File: config.mk
export PLATFORM = sky130hd
export DESIGN_NAME = serial_cmd_top
export DESIGN_NICKNAME = d
export VERILOG_FILES = /design/src/serial_pkg.sv /design/src/cmd_pkg.sv /design/src/serial_async_rx.sv /design/src/serial_async_tx.sv /design/src/cmd_decode.sv /design/src/cmd_execute.sv /design/src/cmd_result.sv /design/src/serial_cmd_top.sv
export SDC_FILE = /design/constraint.sdc
export NUM_CORES = 1
export LEC_CHECK = 0
export BUFFER_PORTS_ARGS = -buffer_cell sky130_fd_sc_hd__buf_2
export CAP_MARGIN = 20
export CELL_PAD_IN_SITES_DETAIL_PLACEMENT = 1
export CELL_PAD_IN_SITES_GLOBAL_PLACEMENT = 1
export CORE_ASPECT_RATIO = 0.5
export CORE_MARGIN = 2
export CORE_UTILIZATION = 54
export CTS_BUF_LIST = sky130_fd_sc_hd__clkbuf_8
export DETAILED_ROUTE_END_ITERATION = 8
export PLACE_DENSITY = 0.87
export SLEW_MARGIN = 5
export SYNTH_ARGS = -nofsm -noshare
export SYNTH_HDL_FRONTEND = slang
export SYNTH_SLANG_ARGS = --single-unit
File: constraint.sdc
create_clock -name serial_clk -period 3.75 [get_ports serial_clk]
set_clock_uncertainty 0.05 [all_clocks]
set_input_delay 0.5625 -clock serial_clk [delete_from_list [all_inputs] [get_ports serial_clk]]
set_output_delay 0.5625 -clock serial_clk [all_outputs]
set_load 0.01 [all_outputs]
File: src/serial_pkg.sv
// serial line framing constants and receiver/transmitter state encodings
package serial_pkg;

	// line levels
	localparam logic serial_start = 1'b0;
	localparam logic serial_stop = 1'b1;

	// data bits per byte
	localparam int word_bits = 8;

	// receiver states
	typedef enum logic [2:0] {
		Ready = 3'd0,
		ReceiveStartCont = 3'd1,
		WaitCycle = 3'd2,
		ReceiveData = 3'd3,
		ReceiveStop = 3'd4,
		Error = 3'd5
	} rx_state_t;

	// transmitter states
	typedef enum logic [1:0] {
		Idle = 2'd0,
		SendStart = 2'd1,
		SendData = 2'd2,
		SendStop = 2'd3
	} tx_state_t;

endpackage

File: src/cmd_pkg.sv
// command engine opcodes, decoder states and reply codes
package cmd_pkg;

	// opcode in bits 7:6 of the command byte
	typedef enum logic [1:0] {
		op_write = 2'd0,
		op_add = 2'd1,
		op_xor = 2'd2,
		op_read = 2'd3
	} opcode_t;

	// command byte / operand byte pairing
	typedef enum logic {
		WaitCommand = 1'b0,
		WaitOperand = 1'b1
	} dec_state_t;

	// reply for a command with reserved bits set
	localparam logic [7:0] reply_bad_command = 8'hEE;

	// size of the register file
	localparam int reg_count = 4;

endpackage

File: src/serial_async_rx.sv
// asynchronous serial receiver, oversamples the line and delivers bytes
`timescale 1ns/1ps

module serial_async_rx #(
	parameter int clk_multiple = 8,
	parameter int stop_bits = 1,
	parameter bit lowbit_first = 1'b1
) (
	input logic serial_clk,
	input logic in_rst,
	input logic enable,
	input logic serial_in,
	output logic idle,
	output logic [serial_pkg::word_bits-1:0] data,
	output logic valid,
	output logic frame_error
);

	localparam int cnt_w = $clog2(clk_multiple + 1);
	localparam int bit_w = $clog2(serial_pkg::word_bits);

	serial_pkg::rx_state_t state;
	serial_pkg::rx_state_t after_wait;
	logic [cnt_w-1:0] multi_ctr;
	logic [bit_w-1:0] bit_ctr;
	logic [bit_w-1:0] bit_pos;
	logic last_stop;
	logic line_stop;

	// position of the current data bit in the word
	assign bit_pos = lowbit_first ? bit_ctr : bit_w'(serial_pkg::word_bits - 1) - bit_ctr;
	assign last_stop = bit_ctr == bit_w'(stop_bits - 1);
	assign line_stop = serial_in == serial_pkg::serial_stop;

	assign idle = state == serial_pkg::Ready;
	assign valid = state == serial_pkg::ReceiveStop && line_stop && last_stop;
	assign frame_error = state == serial_pkg::ReceiveStop && !line_stop;

	always_ff @(posedge serial_clk or posedge in_rst) begin
		if (in_rst) begin
			state <= serial_pkg::Ready;
			after_wait <= serial_pkg::Ready;
			multi_ctr <= '0;
			bit_ctr <= '0;
		end else begin
			case (state)
				serial_pkg::Ready: begin
					bit_ctr <= '0;
					// falling edge counts as the first cycle of the start bit
					if (enable && serial_in == serial_pkg::serial_start) begin
						state <= serial_pkg::ReceiveStartCont;
						multi_ctr <= cnt_w'(1);
					end
				end

				serial_pkg::ReceiveStartCont: begin
					if (!enable || serial_in != serial_pkg::serial_start) begin
						// glitch on the line, wait for the next edge
						state <= serial_pkg::Ready;
						multi_ctr <= '0;
					end else if (multi_ctr == cnt_w'(clk_multiple / 2)) begin
						state <= serial_pkg::WaitCycle;
						after_wait <= serial_pkg::ReceiveData;
						multi_ctr <= '0;
					end else begin
						multi_ctr <= multi_ctr + 1'b1;
					end
				end

				serial_pkg::WaitCycle: begin
					// the sampling state takes one cycle of the bit period
					if (multi_ctr == cnt_w'(clk_multiple - 2)) begin
						state <= after_wait;
						multi_ctr <= '0;
					end else begin
						multi_ctr <= multi_ctr + 1'b1;
					end
				end

				serial_pkg::ReceiveData: begin
					state <= serial_pkg::WaitCycle;
					if (bit_ctr == bit_w'(serial_pkg::word_bits - 1)) begin
						bit_ctr <= '0;
						after_wait <= serial_pkg::ReceiveStop;
					end else begin
						bit_ctr <= bit_ctr + 1'b1;
						after_wait <= serial_pkg::ReceiveData;
					end
				end

				serial_pkg::ReceiveStop: begin
					if (!line_stop) begin
						state <= serial_pkg::Error;
						multi_ctr <= '0;
					end else if (last_stop) begin
						state <= serial_pkg::Ready;
						bit_ctr <= '0;
					end else begin
						state <= serial_pkg::WaitCycle;
						after_wait <= serial_pkg::ReceiveStop;
						bit_ctr <= bit_ctr + 1'b1;
					end
				end

				serial_pkg::Error: begin
					// need a full bit time of idle line to recover
					if (!line_stop) begin
						multi_ctr <= '0;
					end else if (multi_ctr == cnt_w'(clk_multiple - 1)) begin
						state <= serial_pkg::Ready;
						multi_ctr <= '0;
					end else begin
						multi_ctr <= multi_ctr + 1'b1;
					end
				end

				default: begin
					state <= serial_pkg::Ready;
				end
			endcase
		end
	end

	// data bits land at their place as they are sampled
	always_ff @(posedge serial_clk) begin
		if (state == serial_pkg::ReceiveData) begin
			data[bit_pos] <= serial_in;
		end
	end

endmodule

File: src/serial_async_tx.sv
// asynchronous serial transmitter, sends one framed byte per request
`timescale 1ns/1ps

module serial_async_tx #(
	parameter int clk_multiple = 8,
	parameter int stop_bits = 1,
	parameter bit lowbit_first = 1'b1
) (
	input logic serial_clk,
	input logic in_rst,
	input logic [serial_pkg::word_bits-1:0] data,
	input logic start,
	output logic serial_out,
	output logic busy
);

	localparam int cnt_w = $clog2(clk_multiple + 1);
	localparam int bit_w = $clog2(serial_pkg::word_bits);

	serial_pkg::tx_state_t state;
	logic [cnt_w-1:0] div_ctr;
	logic [bit_w-1:0] bit_ctr;
	logic [serial_pkg::word_bits-1:0] shift_reg;
	logic bit_end;
	logic first_bit;
	logic next_bit;

	assign bit_end = div_ctr == cnt_w'(clk_multiple - 1);
	assign first_bit = lowbit_first ? shift_reg[0] : shift_reg[serial_pkg::word_bits-1];
	assign next_bit = lowbit_first ? shift_reg[1] : shift_reg[serial_pkg::word_bits-2];

	// a start request already counts as busy
	assign busy = state != serial_pkg::Idle || start;

	always_ff @(posedge serial_clk or posedge in_rst) begin
		if (in_rst) begin
			state <= serial_pkg::Idle;
			div_ctr <= '0;
			bit_ctr <= '0;
			serial_out <= serial_pkg::serial_stop;
		end else begin
			if (state == serial_pkg::Idle || bit_end) begin
				div_ctr <= '0;
			end else begin
				div_ctr <= div_ctr + 1'b1;
			end

			case (state)
				serial_pkg::Idle: begin
					bit_ctr <= '0;
					if (start) begin
						state <= serial_pkg::SendStart;
						serial_out <= serial_pkg::serial_start;
					end
				end
				serial_pkg::SendStart: begin
					if (bit_end) begin
						state <= serial_pkg::SendData;
						serial_out <= first_bit;
					end
				end
				serial_pkg::SendData: begin
					if (bit_end && bit_ctr == bit_w'(serial_pkg::word_bits - 1)) begin
						state <= serial_pkg::SendStop;
						serial_out <= serial_pkg::serial_stop;
						bit_ctr <= '0;
					end else if (bit_end) begin
						bit_ctr <= bit_ctr + 1'b1;
						serial_out <= next_bit;
					end
				end
				serial_pkg::SendStop: begin
					if (bit_end && bit_ctr == bit_w'(stop_bits - 1)) begin
						state <= serial_pkg::Idle;
					end else if (bit_end) begin
						bit_ctr <= bit_ctr + 1'b1;
					end
				end
				default: begin
					state <= serial_pkg::Idle;
				end
			endcase
		end
	end

	// outgoing bit is always at the end selected by the bit order
	always_ff @(posedge serial_clk) begin
		if (state == serial_pkg::Idle && start) begin
			shift_reg <= data;
		end else if (state == serial_pkg::SendData && bit_end) begin
			shift_reg <= lowbit_first ? shift_reg >> 1 : shift_reg << 1;
		end
	end

endmodule

File: src/cmd_decode.sv
// command decoder, pairs received bytes into commands and checks the command byte
`timescale 1ns/1ps

module cmd_decode (
	input logic serial_clk,
	input logic in_rst,
	input logic [7:0] rx_data,
	input logic rx_valid,
	input logic frame_error,
	output cmd_pkg::opcode_t opcode,
	output logic [$clog2(cmd_pkg::reg_count)-1:0] reg_index,
	output logic [7:0] operand,
	output logic bad,
	output logic valid
);

	cmd_pkg::dec_state_t state;
	logic [7:0] cmd_byte;
	logic operand_in;

	assign operand_in = rx_valid && state == cmd_pkg::WaitOperand;

	always_ff @(posedge serial_clk or posedge in_rst) begin
		if (in_rst) begin
			state <= cmd_pkg::WaitCommand;
			valid <= 1'b0;
		end else begin
			valid <= 1'b0;
			if (frame_error) begin
				// drop any half command
				state <= cmd_pkg::WaitCommand;
			end else if (rx_valid && state == cmd_pkg::WaitCommand) begin
				state <= cmd_pkg::WaitOperand;
			end else if (operand_in) begin
				state <= cmd_pkg::WaitCommand;
				valid <= 1'b1;
			end
		end
	end

	always_ff @(posedge serial_clk) begin
		if (rx_valid && state == cmd_pkg::WaitCommand) begin
			cmd_byte <= rx_data;
		end
		if (operand_in) begin
			opcode <= cmd_pkg::opcode_t'(cmd_byte[7:6]);
			reg_index <= cmd_byte[1:0];
			operand <= rx_data;
			// reserved bits must be zero
			bad <= cmd_byte[5:2] != 4'b0000;
		end
	end

endmodule

File: src/cmd_execute.sv
// execute stage, applies the opcode to the selected register of the register file
`timescale 1ns/1ps

module cmd_execute (
	input logic serial_clk,
	input logic in_rst,
	input cmd_pkg::opcode_t opcode,
	input logic [$clog2(cmd_pkg::reg_count)-1:0] reg_index,
	input logic [7:0] operand,
	input logic bad,
	input logic valid,
	output logic [7:0] value,
	output logic result_bad,
	output logic result_valid
);

	logic [7:0] regs [cmd_pkg::reg_count];
	logic [7:0] current;
	logic [7:0] updated;

	assign current = regs[reg_index];

	always_comb begin
		updated = current;
		case (opcode)
			cmd_pkg::op_write: updated = operand;
			// wraps modulo 256
			cmd_pkg::op_add: updated = current + operand;
			cmd_pkg::op_xor: updated = current ^ operand;
			cmd_pkg::op_read: updated = current;
			default: updated = current;
		endcase
	end

	always_ff @(posedge serial_clk or posedge in_rst) begin
		if (in_rst) begin
			for (int i = 0; i < cmd_pkg::reg_count; i++) begin
				regs[i] <= '0;
			end
			result_valid <= 1'b0;
		end else begin
			result_valid <= valid;
			if (valid && !bad) begin
				regs[reg_index] <= updated;
			end
		end
	end

	// value after the operation goes to the reply
	always_ff @(posedge serial_clk) begin
		if (valid) begin
			value <= updated;
			result_bad <= bad;
		end
	end

endmodule

File: src/cmd_result.sv
// result stage, picks the reply byte and holds it until the transmitter is free
`timescale 1ns/1ps

module cmd_result (
	input logic serial_clk,
	input logic in_rst,
	input logic [7:0] value,
	input logic bad,
	input logic valid,
	input logic tx_busy,
	output logic [7:0] tx_data,
	output logic tx_start
);

	logic [7:0] reply;
	logic [7:0] hold_byte;
	logic hold_valid;
	logic send_hold;
	logic send_new;

	assign reply = bad ? cmd_pkg::reply_bad_command : value;
	assign send_hold = hold_valid && !tx_busy;
	assign send_new = valid && !hold_valid && !tx_busy;

	always_ff @(posedge serial_clk or posedge in_rst) begin
		if (in_rst) begin
			tx_start <= 1'b0;
			hold_valid <= 1'b0;
		end else begin
			tx_start <= send_hold || send_new;
			if (send_hold) begin
				hold_valid <= valid;
			end else if (valid && !send_new) begin
				hold_valid <= 1'b1;
			end
		end
	end

	always_ff @(posedge serial_clk) begin
		if (send_hold) begin
			tx_data <= hold_byte;
		end else if (send_new) begin
			tx_data <= reply;
		end
		// parked here while the transmitter is busy
		if (valid && !send_new) begin
			hold_byte <= reply;
		end
	end

endmodule

File: src/serial_cmd_top.sv
// serial command engine, receiver through decode, execute and result to transmitter
`timescale 1ns/1ps

module serial_cmd_top #(
	parameter int clk_multiple = 8,
	parameter int stop_bits = 1,
	parameter bit lowbit_first = 1'b1
) (
	input logic serial_clk,
	input logic in_rst,
	input logic rx_enable,
	input logic serial_in,
	output logic serial_out,
	output logic rx_idle
);

	logic [7:0] rx_byte;
	logic rx_valid;
	logic frame_error;

	cmd_pkg::opcode_t cmd_opcode;
	logic [1:0] cmd_reg;
	logic [7:0] cmd_operand;
	logic cmd_bad;
	logic cmd_valid;

	logic [7:0] exec_value;
	logic exec_bad;
	logic exec_valid;

	logic [7:0] tx_byte;
	logic tx_start;
	logic tx_busy;

	serial_async_rx #(
		.clk_multiple(clk_multiple),
		.stop_bits(stop_bits),
		.lowbit_first(lowbit_first)
	) rx_inst (
		.serial_clk(serial_clk),
		.in_rst(in_rst),
		.enable(rx_enable),
		.serial_in(serial_in),
		.idle(rx_idle),
		.data(rx_byte),
		.valid(rx_valid),
		.frame_error(frame_error)
	);

	cmd_decode decode_inst (
		.serial_clk(serial_clk),
		.in_rst(in_rst),
		.rx_data(rx_byte),
		.rx_valid(rx_valid),
		.frame_error(frame_error),
		.opcode(cmd_opcode),
		.reg_index(cmd_reg),
		.operand(cmd_operand),
		.bad(cmd_bad),
		.valid(cmd_valid)
	);

	cmd_execute execute_inst (
		.serial_clk(serial_clk),
		.in_rst(in_rst),
		.opcode(cmd_opcode),
		.reg_index(cmd_reg),
		.operand(cmd_operand),
		.bad(cmd_bad),
		.valid(cmd_valid),
		.value(exec_value),
		.result_bad(exec_bad),
		.result_valid(exec_valid)
	);

	cmd_result result_inst (
		.serial_clk(serial_clk),
		.in_rst(in_rst),
		.value(exec_value),
		.bad(exec_bad),
		.valid(exec_valid),
		.tx_busy(tx_busy),
		.tx_data(tx_byte),
		.tx_start(tx_start)
	);

	serial_async_tx #(
		.clk_multiple(clk_multiple),
		.stop_bits(stop_bits),
		.lowbit_first(lowbit_first)
	) tx_inst (
		.serial_clk(serial_clk),
		.in_rst(in_rst),
		.data(tx_byte),
		.start(tx_start),
		.serial_out(serial_out),
		.busy(tx_busy)
	);

endmodule

**Word-level counts from Yosys, hierarchy flattened**

Cells that the tools add are included.

- Bitwise logic cells: 4
- Equal/unequal tests: 33
- Multiply operators: 0
- Div/mod/pow operators: 0
- Add/subtract/negate cells: 5
- $lt $le $gt $ge: 4
- Reductions and logical operators: 50
- Mux-type cells: 65
- Shift operators: 0

Operators by type and width:

| kind | count |
|---|---|
| $mux 8 | 8 |
| $mux 3 | 18 |
| $bwmux 32 | 1 |
| $mux 4 | 8 |
| $pmux 8 s4 | 1 |
| $pmux 3 s3 | 3 |
| $pmux 4 s5 | 1 |
| $pmux 3 s6 | 1 |
| $logic_and 1x1->1 | 17 |
| $bmux 8 s2 | 1 |
| $demux 8 s2 | 1 |
| $eq 4x3->1 const B | 4 |
| $reduce_bool 3->1 | 5 |
| $ne 2x1->1 const B | 7 |
| $ne 2x2->1 const B | 7 |
| $mux 1 | 13 |
| $eq 3x3->1 const B | 4 |
| $mux 2 | 5 |
| $reduce_and 5->1 | 2 |
| $logic_not 3->1 | 3 |
| $add 4x1->4 const B | 2 |
| $add 8x8->8 | 1 |
| $bwmux 8 | 1 |
| $eq 2x2->1 const B | 4 |
| other kinds (24) | 43 |

- Bits in latches: 0
- Register bits after elaboration: 122
- RAM bits: 0
- Output and inout bits: 2
- Memories kept: 0
- Memory bits (read-only): 0
- Input port bits: 4

**Longest topological paths before layout**

Gate-level depths: netlist of run 1.

- Depth after elaboration: 8
- Depth in mapped cells: 9
- Gate-level depth less buffers: 8

**Modules after synthesis**

From an unflattened synthesis of run 1, not the netlist that was laid out.

- Cell total of the unflattened synthesis: 483
- Area total of the unflattened synthesis: 5,924.4 µm²

Modules (own cells, without submodules):

| module | cells an instance | times used | area each (µm²) |
|---|---|---|---|
| cmd_execute | 195 | 1 | 2,228.4 |
| serial_async_rx | 132 | 1 | 1,212.4 |
| serial_async_tx | 85 | 1 | 1,013.5 |
| cmd_result | 41 | 1 | 747.0 |
| cmd_decode | 30 | 1 | 723.2 |

**Least setup slack after synthesis of run 1**

Ideal clock, no wire load.

- Path type: reg-to-reg
- Start: register decode_inst.reg_index[0] (netlist bit)
- End: register execute_inst.value[6], data pin
- Data required time: 3.435 ns
- Buffers on the path: 1
- Stages on the path, launching flop included: 10
- Setup time: 0.265 ns
- Arrival: 2.765 ns
- Path slack: 0.670 ns
- Cell sequence: edfxtp_1 > buf_6 > mux4_1 > ha_1 > fa_1 > a21o_1 > a2111oi_0 > xnor2_1 > o21ai_0 > inv_1

- Word-level cells in the longest chain between the ends: 6

Ends and longest elaborated chain:

| what | line | text |
|---|---|---|
| start: declaration | cmd_decode.sv:11 | `output logic [$clog2(cmd_pkg::reg_count)-1:0] reg_index,` |
| start signal: assignment | cmd_decode.sv:47 | `reg_index <= cmd_byte[1:0];` |
| $not 2->3 (not written as such) * | cmd_execute.sv:21 | `assign current = regs[reg_index];` |
| $bmux 8 s2 * | cmd_execute.sv:21 |  |
| $mux 8 (not written as such) * (2 in series) | cmd_execute.sv:21 |  |
| $add 8x8->8 or $xor 8x8->8 (tied branches) | cmd_execute.sv:28, cmd_execute.sv:29 |  |
| $pmux 8 s4 * | cmd_execute.sv:25 | `case (opcode)` |
| net execute_inst.updated[6] | cmd_execute.sv:19 | `logic [7:0] updated;` |
| end signal: assignment | cmd_execute.sv:52 | `value <= updated;` |
| end: declaration | cmd_execute.sv:12 | `output logic [7:0] value,` |

Mark *: on every way through the listed nets, which the timed path passes. The rest lies on a longest branch. The select of a mux whose other input is x is not followed.
A chain may end at the register's enable or synchronous reset.

**Worst setup path in the final report of run 1**

- Start: register decode_inst.reg_index[1] (netlist bit)
- End: register execute_inst.regs[6] (netlist bit)

- Word-level cells in the longest chain between the ends: 7

Ends and longest elaborated chain:

| what | line | text |
|---|---|---|
| $not 2->3 (not written as such) * | cmd_execute.sv:21, cmd_execute.sv:44 |  |
| $bmux 8 s2 | cmd_execute.sv:21 |  |
| $mux 8 (not written as such) (2 in series) | cmd_execute.sv:21 |  |
| $add 8x8->8 or $xor 8x8->8 (tied branches) | cmd_execute.sv:28, cmd_execute.sv:29 |  |
| $pmux 8 s4 | cmd_execute.sv:25 |  |
| $bwmux 32 * | cmd_execute.sv:44 | `regs[reg_index] <= updated;` |
| end signal: indexed assignment | cmd_execute.sv:44 |  |
| end: declaration | cmd_execute.sv:17 | `logic [7:0] regs [cmd_pkg::reg_count];` |

Mark *: on every way between the ends. The rest lies on a longest branch, timed or not. The select of a mux whose other input is x is not followed.

==> results of run 1 <==
[worst max-delay path, stage by stage, from the launching register on]
cell and delay, ns:
edfxtp_1 0.63, mux4_1 0.42, ha_1 0.24, fa_1 0.42
a21o_1 0.22, a2111oi_0 0.52, xnor2_1 0.12, o21ai_0 0.48
o21ai_0 0.24
[stage by stage]
step,hold WS [ns],utilization [%],setup slack [ns]
finish,0.244,61.6,0.261
global route,0.294,61.6,0.0801
CTS,0.251,61.6,0.315
detailed placement,0.366,57.5,0.501
global placement,0.355,57.5,0.559
floorplan,0.350,-,0.670
[how the worst max path moves through the flow]
stage / startpoint / end / slack [ns]
2_1_floorplan: decode_inst.reg_index[0]$_DFFE_PP_ / execute_inst.value[6]$_DFFE_PP_ / 0.67
3_3_place_gp: decode_inst.reg_index[1]$_DFFE_PP_ / execute_inst.value[6]$_DFFE_PP_ / 0.56
3_5_place_dp: decode_inst.reg_index[0]$_DFFE_PP_ / execute_inst.value[6]$_DFFE_PP_ / 0.50
4_1_cts: decode_inst.reg_index[0]$_DFFE_PP_ / execute_inst.regs[6]$_DFFE_PP0P_ / 0.31
5_1_grt: decode_inst.reg_index[1]$_DFFE_PP_ / execute_inst.regs[6]$_DFFE_PP0P_ / 0.08
6_report: decode_inst.reg_index[1]$_DFFE_PP_ / execute_inst.regs[6]$_DFFE_PP0P_ / 0.26
[metal layers]
layer / global-route usage [%] / wire length, um
met1: 30.2 / 5520
met2: 42.9 / 6740
met3: 5.60 / 543
met4: 9.25 / 291
met5: 0 / 0
[Yosys cell counts, drive strengths merged (6+ instances only)]
cell    number  area, um^2
edfxtp      62        1860
dfrtp       58        1450
nand2       52         195
o21ai       42         210
nor2        27         101
mux2        25         282
ha          22         275
inv         20        75.1
a21oi       17        85.1
clkbuf      16        60.1
nor2b       12        75.1
nor3        11        55.1
mux2i        9        90.1
mux4         9         229
nand2b       9        56.3
o31ai        7        52.6
nand3        6        30.0
or2          6        37.5
[power groups by stage]
stage               sequential [mW]  clock (mW)  combinational (mW)
floorplan                      1.50           0               0.312
global placement               1.54           0               0.349
detailed placement             1.55           0               0.366
CTS                            1.52        1.28               0.375
global route                   1.54        1.33               0.431
finish                         1.53        1.27               0.374
[logic make-up (layout without fill, tap and decap cells)]
group,Yosys count,count (layout),synth area share [%]
XOR/XNOR,5,5,0.755
multiplexers,43,43,10.3
AO/OA/AOI/OAI,101,101,10.9
AND/OR/NAND/NOR,146,146,12.5
flip-flops,121,121,57.5
adder cells (fa/ha/maj),24,24,5.26
buffers and inverters,39,60,2.67
[cell type report]
type,count,area (um^2),area share (%)
Clock inverter,13,163,2.55
Inverter,20,75.1,1.18
Tap cell,140,175,2.75
Timing Repair Buffer,8,47.5,0.746
Clock buffer,19,262,4.11
Sequential cell,121,3340,52.4
Multi-Input combinational cell,319,2310,36.2
==> flow_summary.toml, run 1 <==
[pwr]
switching_share_pct = 26.3
p_sw_mw = 0.833
comb_power_share_pct = 11.8
p_leak_nw = 2.68
ir_worst_vdd_mv = 0.368
pwr-share-seq_pct = 48.2
power_density_mw_per_mm2 = 497
power_mw = 3.16
p_int_mw = 2.33
power_frac_clock_pct = 40.0

[yosys]
yosys_warnings = 0
synth_top_flop_cell = "edfxtp_1"
synth_edf_count = 62
avgSynthCellArea_um2 = 12.1
synth_cell_type_count = 59
syn_nets = 506
synthArstFlopShare_pct = 48.8
seq_area_frac_synth_pct = 57.5
syn-instance-count = 479
ys_seq_elements = 121
syn_area_mm2 = 0.00580

[cts]
cts_buffers = 17
cts_tree = "done"
post-cts-setup-buffers = 0
cts_hold_buf = 0
postCtsResizedCells = 0
cts.path.max_buffers = 2
path_clk_slew_ns = 0.07
clk_latency_ns = 0.43
htree_levels = 4
clockRootBuffer = "clkbuf_8"
cts.sink_count = 121

[die]
coreArea_mm2 = 0.0103
io-pin-count = 6
rows = 26
fp.dieW_um = 151
initial_core_util_pct = 56.1
die_h_um = 77.3
die-area_mm2 = 0.0116

[critical_path]
r2r_cells = 8
r2r-end = "execute_inst.regs[6]$_DFFE_PP0P_"
critPathLaunchType = "flip-flop"
path_max_fanout = 12
endpoint_kind = "flip-flop"
crit_type = "flip-flop to flip-flop"
reg2reg_slack_ns = 0.26
rr_startpoint = "decode_inst.reg_index[1]$_DFFE_PP_"
arrival_ns = 3.70
crit_required_ns = 3.96

[hold_path]
min_path_type = "input pin to async pin"

[grt]
grt_max_degree = 39
grt_pass1_wl_um = 21400
grt_pass1_vias = 4044
antenna_found_initial = 0
grt_use_total_pct = 24.7
grt_overflow = 0

[drt]
vias = 3823
dr.first_iter.drc_count = 197
dr.pass1.iters = 5
ant_nets = 0
drt-total-wl_um = 13100
vias_per_cell = 5.97
wl_per_cell_um = 20.5
drc = 0

[sta]
fin_crit_sh_pct = 93.0
setup_tns_ns = 0
slew_viol_final = 0
hold_viol_final = 0
rsz0062_at_grt = "false"
fmax_ghz = 0.287
relSlewSlack_pct = 45.2
fin_crit_ns = 3.49
tightestPinTransition_ns = 0.821
finalSetupViolCount = 0

[layout]
nFillCells = 1044
area_delta_synth_final_pct = 9.77
final_cell_mix = "edfxtp_1 (62), dfrtp_1 (58), nand2_1 (52), o21ai_0 (42), nor2_1 (27)"
top_register = "execute_inst.regs"
diodes = 0
largest_reg_flops = 32
final_common_cell = "edfxtp_1"
design_area_mm2 = 0.00637
final_cells = 640
drive_gt1_share_pct = 15.4
fin_nets = 514

[placement]
io_buffer_count = 5
dpl.cell_count = 608
hpwl_um = 8900
postPlaceCellArea_mm2 = 0.00595
gp_congestion = 0.866

[run_status]
status = "finished, final reports clean"

[flow_run]
maxCapViolCount = 0
Power figures use the tool's default switching activity.
==> run 2: changes to the inputs <==
--- a/config.mk
+++ b/config.mk
@@ -14,6 +14,7 @@
 export CORE_UTILIZATION = 54
 export CTS_BUF_LIST = sky130_fd_sc_hd__clkbuf_8
 export DETAILED_ROUTE_END_ITERATION = 8
+export MAX_ROUTING_LAYER = met4
 export PLACE_DENSITY = 0.87
 export SLEW_MARGIN = 5
 export SYNTH_ARGS = -nofsm -noshare
==> run 2 against run 1 <==
Compared with the run above: largest cell class unchanged; clock power hardly changed; flip-flop and latch count stayed put; largest power group unchanged; critical path depth stayed put; highest routed layer unchanged; maximum frequency hardly changed; sequential share of layout area stayed put; setup slack better by 0.0028 ns; critical path type unchanged.
==> flow_summary.toml, run 2 (same netlist as run 1, synthesis figures left out) <==
[critical_path]
critPathLaunchType = "flip-flop"
cpMaxStageDelayCell = "edfxtp_1"
cp_top_family = "compound AO/OA/AOI/OAI gates"
path_max_fanout = 12
r2r_cells = 8
crit_required_ns = 3.96
crit_type = "flip-flop to flip-flop"
arrival_ns = 3.70
cp_cell_sequence = "mux4_1, ha_1, fa_1, a21o_1, a2111oi_0, xnor2_1, o21ai_0, o21ai_0"
cp_num_buf_inv = 0
cp.depth = 8
slowest_delay_ns = 0.63
endpoint_kind = "flip-flop"
worst_path_most_repeated_cell = "o21ai_0"

[pwr]
power_mw = 3.16
p_leak_nw = 2.68
power_density_mw_per_mm2 = 496
ir_worst_vdd_mv = 0.370

[grt]
grt_max_degree = 39
antenna_found_initial = 0
grt_pass1_vias = 4044
grt_overflow = 0
grt_use_total_pct = 25.3
grt_pass1_wl_um = 21400

[sta]
finalSetupViolCount = 0
fin_crit_sh_pct = 93.0
relSlewSlack_pct = 44.9
rsz0062_at_grt = "false"
slew_viol_final = 0
fmax_ghz = 0.287
fin_crit_ns = 3.49
hold_viol_final = 0
setup_tns_ns = 0
tightestPinTransition_ns = 0.826

[cts]
htree_levels = 4
clockRootBuffer = "clkbuf_8"
clk_latency_ns = 0.44
cts_tree = "done"
cts_hold_buf = 0
post-cts-setup-buffers = 0
path_clk_slew_ns = 0.07
cts.path.max_buffers = 2
cts.sink_count = 121
cts_buffers = 17
postCtsResizedCells = 0

[die]
coreArea_mm2 = 0.0103
io-pin-count = 6
die_h_um = 77.3
fp.dieW_um = 151
rows = 26
initial_core_util_pct = 56.1
die-area_mm2 = 0.0116

[placement]
gp_congestion = 0.880
postPlaceCellArea_mm2 = 0.00595
hpwl_um = 8900
dpl.cell_count = 608
io_buffer_count = 5

[layout]
drive_gt1_share_pct = 15.4
final_cell_mix = "edfxtp_1 (62), dfrtp_1 (58), nand2_1 (52), o21ai_0 (42), nor2_1 (27)"
design_area_mm2 = 0.00637
final_cells = 640
diodes = 0
final_common_cell = "edfxtp_1"
area_delta_synth_final_pct = 9.77
nFillCells = 1044
largest_reg_flops = 32
top_register = "execute_inst.regs"
fin_nets = 514

[drt]
dr.pass1.iters = 5
drt-total-wl_um = 13100
vias_per_cell = 5.96
wl_per_cell_um = 20.4
drc = 0
dr.first_iter.drc_count = 188
vias = 3813
ant_nets = 0

[run_status]
status = "finished, final reports clean"

[flow_run]
maxCapViolCount = 0

[hold_path]
min_path_type = "input pin to async pin"
-- run 2: cell counts in the layout (fill, tap and decap cells not counted) --
Identical to the previous run, type by type.
-- run 2: worst paths after layout --
path / start / endpoint / slack, ns
worst max-delay path: decode_inst.reg_index[1]$_DFFE_PP_ / execute_inst.regs[6]$_DFFE_PP0P_ / 0.26
worst min-delay path: in_rst / rx_inst.multi_ctr[0]$_DFFE_PP0P_ / 0.25
worst max register to register: decode_inst.reg_index[1]$_DFFE_PP_ / execute_inst.regs[6]$_DFFE_PP0P_ / 0.26
worst min register to register: decode_inst.cmd_byte[6]$_DFFE_PP_ / decode_inst.opcode[0]$_DFFE_PP_ / 0.38
max in group asynchronous: in_rst / tx_inst.serial_out$_DFFE_PP1P_ / 2.52
min in group serial_clk: decode_inst.cmd_byte[6]$_DFFE_PP_ / decode_inst.opcode[0]$_DFFE_PP_ / 0.38
-- run 2: power by group --
group / switching [mW] / total [mW] / internal, mW
sequential: 0.0869 / 1.53 / 1.44
clock: 0.516 / 1.26 / 0.745
combinational: 0.227 / 0.374 / 0.147
total: 0.829 / 3.16 / 2.33
-- run 2: area by class of cell --
| class | count | area [um^2] | area share [%] |
|---|---|---|---|
| clock buffer | 19 | 262 | 4.11 |
| clock inverter | 13 | 163 | 2.55 |
| inverter | 20 | 75.1 | 1.18 |
| multi-input combinational | 319 | 2310 | 36.2 |
| sequential | 121 | 3340 | 52.4 |
| tap | 140 | 175 | 2.75 |
| timing repair buffer | 8 | 47.5 | 0.746 |
-- run 2: per-stage QoR --
stage                     setup slack [ns]  util, %  hold slack, ns
after CTS                            0.315     61.6           0.251
after floorplan                      0.670        -           0.350
after global placement               0.559     57.5           0.355
final                                0.264     61.6           0.250
after global routing                0.0714     61.6           0.301
after detailed placement             0.501     57.5           0.366
-- run 2: layer usage --
| layer | routed length [um] | track usage [%] | part of all wire [%] |
|---|---|---|---|
| met1 | 5590 | 29.8 | 43 |
| met2 | 6740 | 43.1 | 52 |
| met3 | 467 | 5.60 | 3.6 |
| met4 | 286 | 9.25 | 2.2 |
| met5 | 0 | - | 0 |
